`src/rv64_min_cfg.svh`:
```
`ifndef RV64_MIN_CFG_SVH
`define RV64_MIN_CFG_SVH

// Start of RAM, pc after reset
`define RAM_BASE 64'h0000_0000_8000_0000

// Trap handler entry, sits inside RAM
`define MTVEC_RESET 64'h0000_0000_8000_0200

// Opcode 7'b0000001 is not decoded, so the first execute cycle is a no-op
`define IR_RESET 32'h0000_0001

`endif

```
`src/rv64_isa_pkg.sv`:
```
`default_nettype none

package rv64_isa_pkg;

    // Base word types
    typedef logic [31:0] iword_t;   // Instruction word
    typedef logic [63:0] xword_t;   // XLEN data word
    typedef logic [4:0]  reg_idx_t; // x0..x31

    // Operations the core knows
    typedef enum logic [2:0] {
        OP_NOP  = 3'd0,  // Anything else, pc just advances
        OP_LUI  = 3'd1,
        OP_LD   = 3'd2,
        OP_SD   = 3'd3,
        OP_MRET = 3'd4
    } op_e;

    typedef logic [6:0] opcode_t;
    typedef logic [2:0] funct3_t;

    // Major opcodes
    localparam opcode_t OPC_LUI   = 7'b0110111;
    localparam opcode_t OPC_LOAD  = 7'b0000011;
    localparam opcode_t OPC_STORE = 7'b0100011;

    // Doubleword width in funct3, shared by LD and SD
    localparam funct3_t F3_DOUBLE = 3'b011;

    // MRET is one fixed word
    // funct12 0x302, rs1 0, funct3 0, rd 0, SYSTEM opcode
    localparam iword_t MRET_WORD = 32'h3020_0073;

    // Field positions in the instruction word
    localparam int unsigned RD_LSB  = 7;
    localparam int unsigned F3_LSB  = 12;
    localparam int unsigned RS1_LSB = 15;
    localparam int unsigned RS2_LSB = 20;

endpackage

`default_nettype wire

```
`src/rv64_result.sv`:
```
`timescale 1ns/100ps
`default_nettype none

module rv64_result (
    input  logic                   clk,
    input  logic                   reset,
    input  logic                   rd_write,  // Write-back strobe
    input  rv64_isa_pkg::reg_idx_t rd_index,
    input  rv64_isa_pkg::xword_t   rd_data,
    input  rv64_isa_pkg::reg_idx_t rs1,
    input  rv64_isa_pkg::reg_idx_t rs2,
    output rv64_isa_pkg::xword_t   rs1_data,
    output rv64_isa_pkg::xword_t   rs2_data
);
    import rv64_isa_pkg::*;

    localparam int unsigned REG_COUNT = 32;

    xword_t regs [REG_COUNT];  // x0..x31

    // Commit at the edge
    // Execute never strobes x0, so it keeps its reset zero
    always_ff @(posedge clk or negedge reset) begin
        if (!reset) begin
            for (int i = 0; i < REG_COUNT; i++) begin
                regs[i] <= '0;
            end
        end else if (rd_write) begin
            regs[rd_index] <= rd_data;
        end
    end

    // Two async read ports
    assign rs1_data = regs[rs1];
    assign rs2_data = regs[rs2];  // SD data source

endmodule

`default_nettype wire
```
`config.mk`:
```
export PLATFORM = sky130hd
export DESIGN_NAME = rv64_result
export DESIGN_NICKNAME = d
export VERILOG_FILES = /design/src/rv64_min_cfg.svh /design/src/rv64_isa_pkg.sv /design/src/rv64_result.sv
export SDC_FILE = /design/constraint.sdc
export NUM_CORES = 2
export LEC_CHECK = 0
export BUFFER_PORTS_ARGS = -buffer_cell sky130_fd_sc_hd__buf_4
export CAP_MARGIN = 10
export CORE_AREA = 2 2 489 491
export CTS_BUF_LIST = sky130_fd_sc_hd__clkbuf_16
export DETAILED_ROUTE_END_ITERATION = 16
export DIE_AREA = 0 0 491 493
export GPL_TIMING_DRIVEN = 1
export PLACE_DENSITY = 0.61
export SYNTH_ARGS = -nofsm -noshare
export SYNTH_HDL_FRONTEND = slang
export SYNTH_SLANG_ARGS = --single-unit
```
`constraint.sdc`:
```
create_clock -name clk -period 5.1 [get_ports clk]
set_input_delay 1.02 -clock clk [delete_from_list [all_inputs] [get_ports clk]]
set_output_delay 1.02 -clock clk [all_outputs]
set_load 0.01 [all_outputs]
```
==> results.md <==
* Final setup violation count at 0
* Slew @ Worst Pin at 1.356 ns
* Max incr delay on CP at 0.63 ns
* DRT iter0 DRCs at 5,509
* TNS Setup at 0 ns
* Gr ovfl total at 0
* # DRC at 0
* Max-slew violation count at 0
* Clk buf depth at 3
* CP Launch Type: primary input
* Leakage at 52.78 nW
* Port bufs at 209
* Slew HR at 0.09373
* # hold bufs at CTS at 0
* Routed WL at 340.4 mm
* Max IR drop VDD at 0.3489 mV
* Ys async rst share at 1.000
* First-pass GRT wire length at 497.1 mm
* Crit-path cells: buf_8, buf_12, mux4_2, nand2_1, a32o_1, a221oi_1, buf_4
* Cells after synthesis at 6,528
* All-Layer GR Usage at 0.2813
* #FFs+latches synth at 2,048
* Status: finished clean
* Clock Sinks at 2,048
* Critical path's slowest cell: a221oi_1
* Antenna violations before repair at 23
* Number of hold violations in the final report at 0
* Starting Density at 0.4569
* Placement row count at 179
* CP required at 4.08 ns
* Cell Area, Synth at 108,300 µm²
* Synthesized Nets at 6,610
* Vias in the first global route at 68,356
* Synthesized area per cell at 16.58 µm²
* Die width at 491 µm
* Postcts setup bufs at 0
* Post-synth top flop: dfrtp_1
* CP Buf/Inv Count at 3
* # IOs at 210
* Commonest cells after routing, fill and taps aside: dfrtp_1 (2,048), mux2_2 (1,983), mux4_2 (1,154), buf_4 (384), clkbuf_16 (231)
* Count of cells resized by post-cts repair at 0
* Biggest regs: regs x2048
* Most common cell after layout, fill and taps aside: dfrtp_1
* Yosys cell types at 38
* Worst path top cell family by delay: buffers and inverters
* Crit path arrival time at 3.61 ns
* Fmax at 215.8 MHz
* ANT nets after route at 0
* GP Congestion at 0.7954
* Clock Tree Root: clkbuf_16
* Wire per inst at 34.33 µm
* Fillers at 19,663
* # H-tree levels at 4
* Hold WC Path Type: primary input to asynchronous set/reset pin
* Power Density at 397.4 nW/µm²
* Worst Clk Skew at 0 ns
* Routed vias/inst at 6.574
* Register area share after synthesis at 0.4734
* Max Cap Viol at 0
* Layout cell share with drive strength beyond 1 at 0.5944
* RSZ-0062 raised after global routing: no
* Final nets at 6,632
* Initial DRT Pass Iterations at 6
* Final min period at 4.635 ns
* CP Class: primary input to output port
* Clock slew at reported path FFs at 0.06 ns
* P&R area growth vs syn at 12.72%
* Total power draw at 0.04850 W
* Dpl hpwl at 195.1 mm
* Top reg by flops: regs
* Total CTS buffers at 225
* Number of synthesized flops with an enable pin at 0
* Max reg flops at 2,048
* CTS tree: yes
* Die height at 493 µm
* Die area at 242,100 µm²
* Share of the clock period used by the worst path at 0.9087
* Ys Warns at 0
* Largest net degree at the start of global routing at 167
* Core area at 237,000 µm²
* Crit-path max FO at 90
* Worst skew pair latency at 0.86 ns
* Via count at 65,182
* CP Capture Type: output port
## cells by family (layout without fill, tap and decap cells)
family                 Yosys count  count (layout)  share of synthesized area
DFF                           2048            2048                     0.4734
buffers and inverters          715             932                    0.02877
AOI/OAI and AO/OA              152             152                    0.01044
and+or+nand+nor                111             111                   0.004808
muxes                         3502            3502                     0.4826
other                            0               3                          0
## layer usage
| layer | global-route usage | wire, µm | share of wire | up-vias |
|---|---|---|---|---|
| met5 | 0 | 147 | 0.00043 | - |
| met4 | 0.08497 | 10970 | 0.032 | 26 |
| met3 | 0.05160 | 21240 | 0.062 | 580 |
| met2 | 0.4409 | 160000 | 0.47 | 2252 |
| met1 | 0.4020 | 148100 | 0.44 | 36549 |
| li1 | - | - | - | 25775 |
## cell type report
cell class / count / area (µm²) / share of cell area
Timing Repair Buffer: 508 / 5313 / 0.04353
Sequential cell: 2048 / 51250 / 0.4200
Clock inverter: 191 / 1541 / 0.01263
Clock buffer: 231 / 5781 / 0.04737
Inverter: 2 / 11.26 / 0.00009228
Multi-Input combinational cell: 3765 / 54170 / 0.4439
Tap cell: 3167 / 3963 / 0.03247
Antenna cell: 3 / 7.507 / 0.00006152
## cell usage after synthesis, types with 2 or more instances
cell type  instances  area (µm²)
nor2b_1            7       43.79
nand3b_1           4       30.03
a32o_1             7       70.07
nor3_1             2       10.01
buf_4             43       322.8
nand2_1           50       187.7
buf_2            173       865.8
dfrtp_1         2048       51250
buf_6              7       78.83
mux4_2          1154       25990
a22o_1             8       70.07
nand2b_1           3       18.77
mux2_2          1983       22330
mux2i_1          145        1451
nor3b_1            5       37.54
and2_1             3       18.77
a21oi_1           22       110.1
a221oi_1          43       376.6
o31ai_1            3       22.52
and3_1             4       25.02
o22a_1             3       26.28
a221o_1           10       100.1
o21ai_0            7       35.03
nor2_1            24       90.09
o22ai_1           41       256.5
nor2_2             4       25.02
buf_1             36       135.1
nand3_1            2       10.01
a211oi_1           6       45.04
mux2_1           220        2477
clkbuf_1         454        1704
## worst paths after layout
kind | start | to | slack, ns | depth (start not counted)
setup / recovery | rs2[2] | rs2_data[8] | 0.47 | 7
hold / removal | reset | regs[1077]$_DFFE_PN0P_ | 0.09 | 1
setup reg to reg | regs[1157]$_DFFE_PN0P_ | regs[1157]$_DFFE_PN0P_ | 4.26 | 1
hold reg to reg | regs[242]$_DFFE_PN0P_ | regs[242]$_DFFE_PN0P_ | 0.50 | 1
max in group asynchronous | reset | regs[74]$_DFFE_PN0P_ | 3.56 | 3
min in group clk | regs[242]$_DFFE_PN0P_ | regs[242]$_DFFE_PN0P_ | 0.50 | 1
## stage by stage
step	area [µm²]	util	instances	hold slack, ns	setup WS, ns
3_5_place_dp	114700	0.4841	9490	0.4917	0.5353
4_1_cts	122000	0.5150	9912	0.04339	0.5164
5_1_grt	122000	0.5150	9915	0.08259	0.3286
3_3_place_gp	114700	0.4841	9490	0.4805	0.4672
2_1_floorplan	108300	-	6528	0.4697	1.105
6_report	122000	0.5150	9915	0.08509	0.4655
## power by group
group	total, W	internal [W]	switching (W)
Sequential	0.0218	0.0194	0.00233
Combinational	0.0104	0.00654	0.00382
Clock	0.0164	0.00937	0.00699
Total	0.0485	0.0354	0.0131
No activity file was read; power rests on OpenSTA's default activity.
