===== config.mk =====
export PLATFORM = sky130hd
export DESIGN_NAME = rv64_decode
export DESIGN_NICKNAME = d
export VERILOG_FILES = /design/src/rv64_isa_pkg.sv /design/src/rv64_decode.sv
export VERILOG_INCLUDE_DIRS = /design/src
export SDC_FILE = /design/constraint.sdc
export NUM_CORES = 1
export LEC_CHECK = 0
export ABC_CLOCK_PERIOD_IN_PS = 2330
export CORE_AREA = 3 3 67 63
export DETAILED_ROUTE_END_ITERATION = 10
export DIE_AREA = 0 0 70 66
export DONT_BUFFER_PORTS = 1
export GPL_ROUTABILITY_DRIVEN = 0
export SLEW_MARGIN = 10
export SYNTH_ARGS = -nofsm -noshare
export SYNTH_HDL_FRONTEND = slang
export SYNTH_SLANG_ARGS = --single-unit

===== constraint.sdc =====
create_clock -name clk -period 2.33 [get_ports clk]
set_clock_uncertainty 0.15 [all_clocks]
set_input_delay 0.233 -clock clk [delete_from_list [all_inputs] [get_ports clk]]
set_output_delay 0.233 -clock clk [all_outputs]
set_load 0.05 [all_outputs]

===== src/rv64_min_cfg.svh =====
`ifndef RV64_MIN_CFG_SVH
`define RV64_MIN_CFG_SVH

// Start of RAM, pc after reset
`define RAM_BASE 64'h0000_0000_8000_0000

// Trap handler entry, sits inside RAM
`define MTVEC_RESET 64'h0000_0000_8000_0200

// Opcode 7'b0000001 is not decoded, so the first execute cycle is a no-op
`define IR_RESET 32'h0000_0001

`endif


===== src/rv64_isa_pkg.sv =====
`default_nettype none

package rv64_isa_pkg;

    // Base word types
    typedef logic [31:0] iword_t;   // Instruction word
    typedef logic [63:0] xword_t;   // XLEN data word
    typedef logic [4:0]  reg_idx_t; // x0..x31

    // Operations the core knows
    typedef enum logic [2:0] {
        OP_NOP  = 3'd0,  // Anything else, pc just advances
        OP_LUI  = 3'd1,
        OP_LD   = 3'd2,
        OP_SD   = 3'd3,
        OP_MRET = 3'd4
    } op_e;

    typedef logic [6:0] opcode_t;
    typedef logic [2:0] funct3_t;

    // Major opcodes
    localparam opcode_t OPC_LUI   = 7'b0110111;
    localparam opcode_t OPC_LOAD  = 7'b0000011;
    localparam opcode_t OPC_STORE = 7'b0100011;

    // Doubleword width in funct3, shared by LD and SD
    localparam funct3_t F3_DOUBLE = 3'b011;

    // MRET is one fixed word
    // funct12 0x302, rs1 0, funct3 0, rd 0, SYSTEM opcode
    localparam iword_t MRET_WORD = 32'h3020_0073;

    // Field positions in the instruction word
    localparam int unsigned RD_LSB  = 7;
    localparam int unsigned F3_LSB  = 12;
    localparam int unsigned RS1_LSB = 15;
    localparam int unsigned RS2_LSB = 20;

endpackage

`default_nettype wire


===== src/rv64_decode.sv =====
`timescale 1ns/100ps
`default_nettype none

`include "rv64_min_cfg.svh"

module rv64_decode (
    input  logic                   clk,
    input  logic                   reset,
    input  rv64_isa_pkg::iword_t   instruction,  // Word at pc, from outside
    output logic                   heartbeat,
    output rv64_isa_pkg::op_e      op,
    output rv64_isa_pkg::reg_idx_t rd,
    output rv64_isa_pkg::reg_idx_t rs1,
    output rv64_isa_pkg::reg_idx_t rs2,
    output rv64_isa_pkg::xword_t   imm
);
    import rv64_isa_pkg::*;

    iword_t  ir;      // Instruction register
    opcode_t opcode;
    funct3_t funct3;
    xword_t  imm_u;
    xword_t  imm_i;
    xword_t  imm_s;

    // Fetch stage, loads every cycle, no stall path
    always_ff @(posedge clk or negedge reset) begin
        if (!reset) begin
            ir        <= `IR_RESET;
            heartbeat <= 1'b0;
        end else begin
            ir        <= instruction;
            heartbeat <= ~heartbeat;  // Alive indicator
        end
    end

    // Fixed fields
    assign opcode = ir[6:0];
    assign funct3 = ir[F3_LSB +: 3];
    assign rd     = ir[RD_LSB +: 5];
    assign rs1    = ir[RS1_LSB +: 5];
    assign rs2    = ir[RS2_LSB +: 5];

    // Sign-extended immediates
    assign imm_u = {{32{ir[31]}}, ir[31:12], 12'b0};        // LUI, already shifted
    assign imm_i = {{52{ir[31]}}, ir[31:20]};               // LD offset
    assign imm_s = {{52{ir[31]}}, ir[31:25], ir[11:7]};     // SD offset, split field

    // Classify
    always_comb begin
        op = OP_NOP;
        if (ir == MRET_WORD) begin
            op = OP_MRET;
        end else begin
            case (opcode)
                OPC_LUI:   op = OP_LUI;
                OPC_LOAD:  op = (funct3 == F3_DOUBLE) ? OP_LD : OP_NOP;   // LD only
                OPC_STORE: op = (funct3 == F3_DOUBLE) ? OP_SD : OP_NOP;   // SD only
                default:   op = OP_NOP;
            endcase
        end
    end

    // One immediate out, picked by operation
    always_comb begin
        case (op)
            OP_LUI:  imm = imm_u;
            OP_LD:   imm = imm_i;
            OP_SD:   imm = imm_s;
            default: imm = '0;     // MRET and no-op carry none
        endcase
    end

endmodule

`default_nettype wire


==> flow_summary.ini <==
[yosys]
syn_inst = 144
seq_area_frac_synth_pct = 51.5
yosys-top-cells-area = dfrtp_1, buf_4, a21o_1
avgSynthCellArea_sq_um = 11.2
post-synth-top-area-cell = dfrtp_1
ys_warn_count = 0
syn_area_sq_um = 1610
ys_seq_elements = 33
ys_types = 21
synth_top_area_share_pct = 49.8
synth_nets = 178

[final_layout]
layout_commonest_cell = dlygate4sd3_1
nNetsFinal = 233
drive_above_1_share_pct = 42.5
seqCellArea_sq_um = 827
final_area_sq_um = 2750
n_antenna_cell = 0
layout_common_cells = dlygate4sd3_1, dfrtp_1, buf_4
multi_input_area_sq_um = 454
n_fill_cell = 234
final-instance-count-excl-fill = 246
syn_to_final_growth_pct = 71.0

[drt]
drcViolationCount = 0
via_count = 1222
totalWireLength_mm = 4.38
drt_iter0_markers = 32
antenna_left = 0
viasPerCell = 4.97
firstDrtPassIters = 4
wl_per_cell_um = 17.8

[setup_path]
crit_slowest_cell = buf_16
cp.arrival_ps = 2090
cp_max_fo = 10
setup.worst_path.end_class = output port
worstPathRequired_ps = 1950
cp-start-kind = flop
cp_cell_sequence = or2_4 -> or3_4 -> clkinvlp_4 -> o21a_4 -> buf_16
path_buf_inv = 2
r2r-start = heartbeat$_DFF_PN0_
worst-setup-path-type = flop to output port
reg2reg_to = heartbeat$_DFF_PN0_
critical-path-max-stage-delay_ps = 460
cp_top_family = simple AND/OR/NAND/NOR gates
crit_cells = 5
rr_worst_depth = 1
reg2reg_slack_ps = 1340

[sta]
drv_slew = 0
slew-limit-headroom_pct = 68.5
rsz0062_at_grt = true
hold_viol = 0
post-route-period-util_pct = 106
max_freq_mhz = 405
setup_viol = 47
period_needed_ps = 2470
setup_ws_ps = -139
worst_slew_pin_slew_ps = 473

[clock_network]
ctsHtreeMaxLevel = 2
clk_path_buf_depth = 2
cts_tree = done
cts_root_buf = clkbuf_8
clock_latency_ps = 270
cts_made_buffers = 5
clk_pin_slew_ps = 70
cts.sinks = 33

[run_status]
violations = negative setup slack
status = finished with violations

[power_and_ir_drop]
peakVddDrop_mv = 0.462
comb_power_share_pct = 14.8
p_int_uw = 1000
p_leak_uw = 0.00137
power_density_nw_per_um2 = 486
swShare_pct = 24.7
clkPwrFrac_pct = 38.7
switchingPower_uw = 329
p_seq_share_pct = 46.5

[global_routing]
first_global_vias = 1350
grt_max_degree = 34
grt_first_pass_wirelength_mm = 6.89
antenna_found_initial = 0
overflow = 0
track_usage_pct = 19.9

[floorplan]
die_h_um = 66
start_util_pct = 44.3
rows = 21
ios = 117
dieWidth_um = 70
core_sq_um = 3630
die_area_sq_um = 4620

[place]
place_area_sq_um = 2210
place_hpwl_mm = 3.24
placedCellCount = 201
port_buffers = 0

[run]
drv_cap = 0

[hold_path]
holdCritPathClass = input port to async pin
[state kept, by name, summed over array words and instances, names as in the netlist]
name / flops
heartbeat: 1
ir: 32
[metal layers]
| layer | share of wire (%) | GRT usage [%] |
|---|---|---|
| met1 | 34 | 20.7 |
| met2 | 55 | 36.0 |
| met3 | 9.3 | 8.97 |
| met4 | 1.3 | 6.70 |
| met5 | 0 | 0 |
[cell families after synthesis]
logic type,share of synthesized area [%]
AOI/OAI and AO/OA,9.81
muxes,3.12
and+or+nand+nor,11.5
buffers and inverters,24.1
DFF,51.5
[through the flow]
step	utilization, %	total power [uW]	worst slack [ps]	hold WS [ps]	setup TNS, ps
final	75.8	1330	-139	252	-4260
after global routing	75.8	1400	-206	261	-7840
after CTS	74.4	1340	-153	245	-4730
after detailed placement	60.8	762	51.9	-212	0
after global placement	60.8	758	63.9	-211	0
after floorplan	-	733	-128	-213	-4020
[cells in the mapped netlist]
library cell,number
or4_1,2
nand4b_1,1
inv_1,3
o21a_1,1
dfrtp_1,32
nor4_2,1
dfstp_2,1
buf_4,47
nor2_1,8
mux2i_1,5
nand4bb_1,1
nor4b_1,1
or4b_1,1
or2_2,1
nand3b_1,1
nand4_1,2
or3_1,2
nor4_1,2
clkbuf_1,6
a21o_1,20
and2_1,6
[timing repair]
action / CTS / global route
endpoints found under the setup margin: 55 / 59
endpoints found under the hold margin: 65 / 0
cloned: 0 / 0
gates resized for setup: 7 / 4
hold buffers: 34 / 0
pin swaps: 1 / 1
setup buffers: 0 / 3
[layout make-up]
class | count | area share [%]
Clock buffer | 6 | 2.64
Clock inverter | 2 | 1.28
Timing Repair Buffer | 101 | 46.8
Multi-Input combinational cell | 55 | 16.5
Tap cell | 46 | 2.09
Sequential cell | 33 | 30.1
Inverter | 3 | 0.546
[power groups by stage]
stage	Clock [uW]	Sequential (uW)	Combinational, uW
2_1_floorplan	0	627	106
3_3_place_gp	0	629	130
3_5_place_dp	0	631	131
4_1_cts	529	620	193
5_1_grt	564	624	208
6_report	516	621	197
[worst max-delay path by stage]
stage                           from  endpoint  slack [ps]
detailed placement   ir[0]$_DFF_PN1_   imm[61]          50
finish              ir[14]$_DFF_PN0_   imm[37]        -140
global placement     ir[0]$_DFF_PN1_   imm[31]          60
global route        ir[14]$_DFF_PN0_   imm[58]        -210
floorplan            ir[0]$_DFF_PN1_   imm[32]        -130
CTS                 ir[14]$_DFF_PN0_   imm[37]        -150
(Power assumes the default switching activity.)
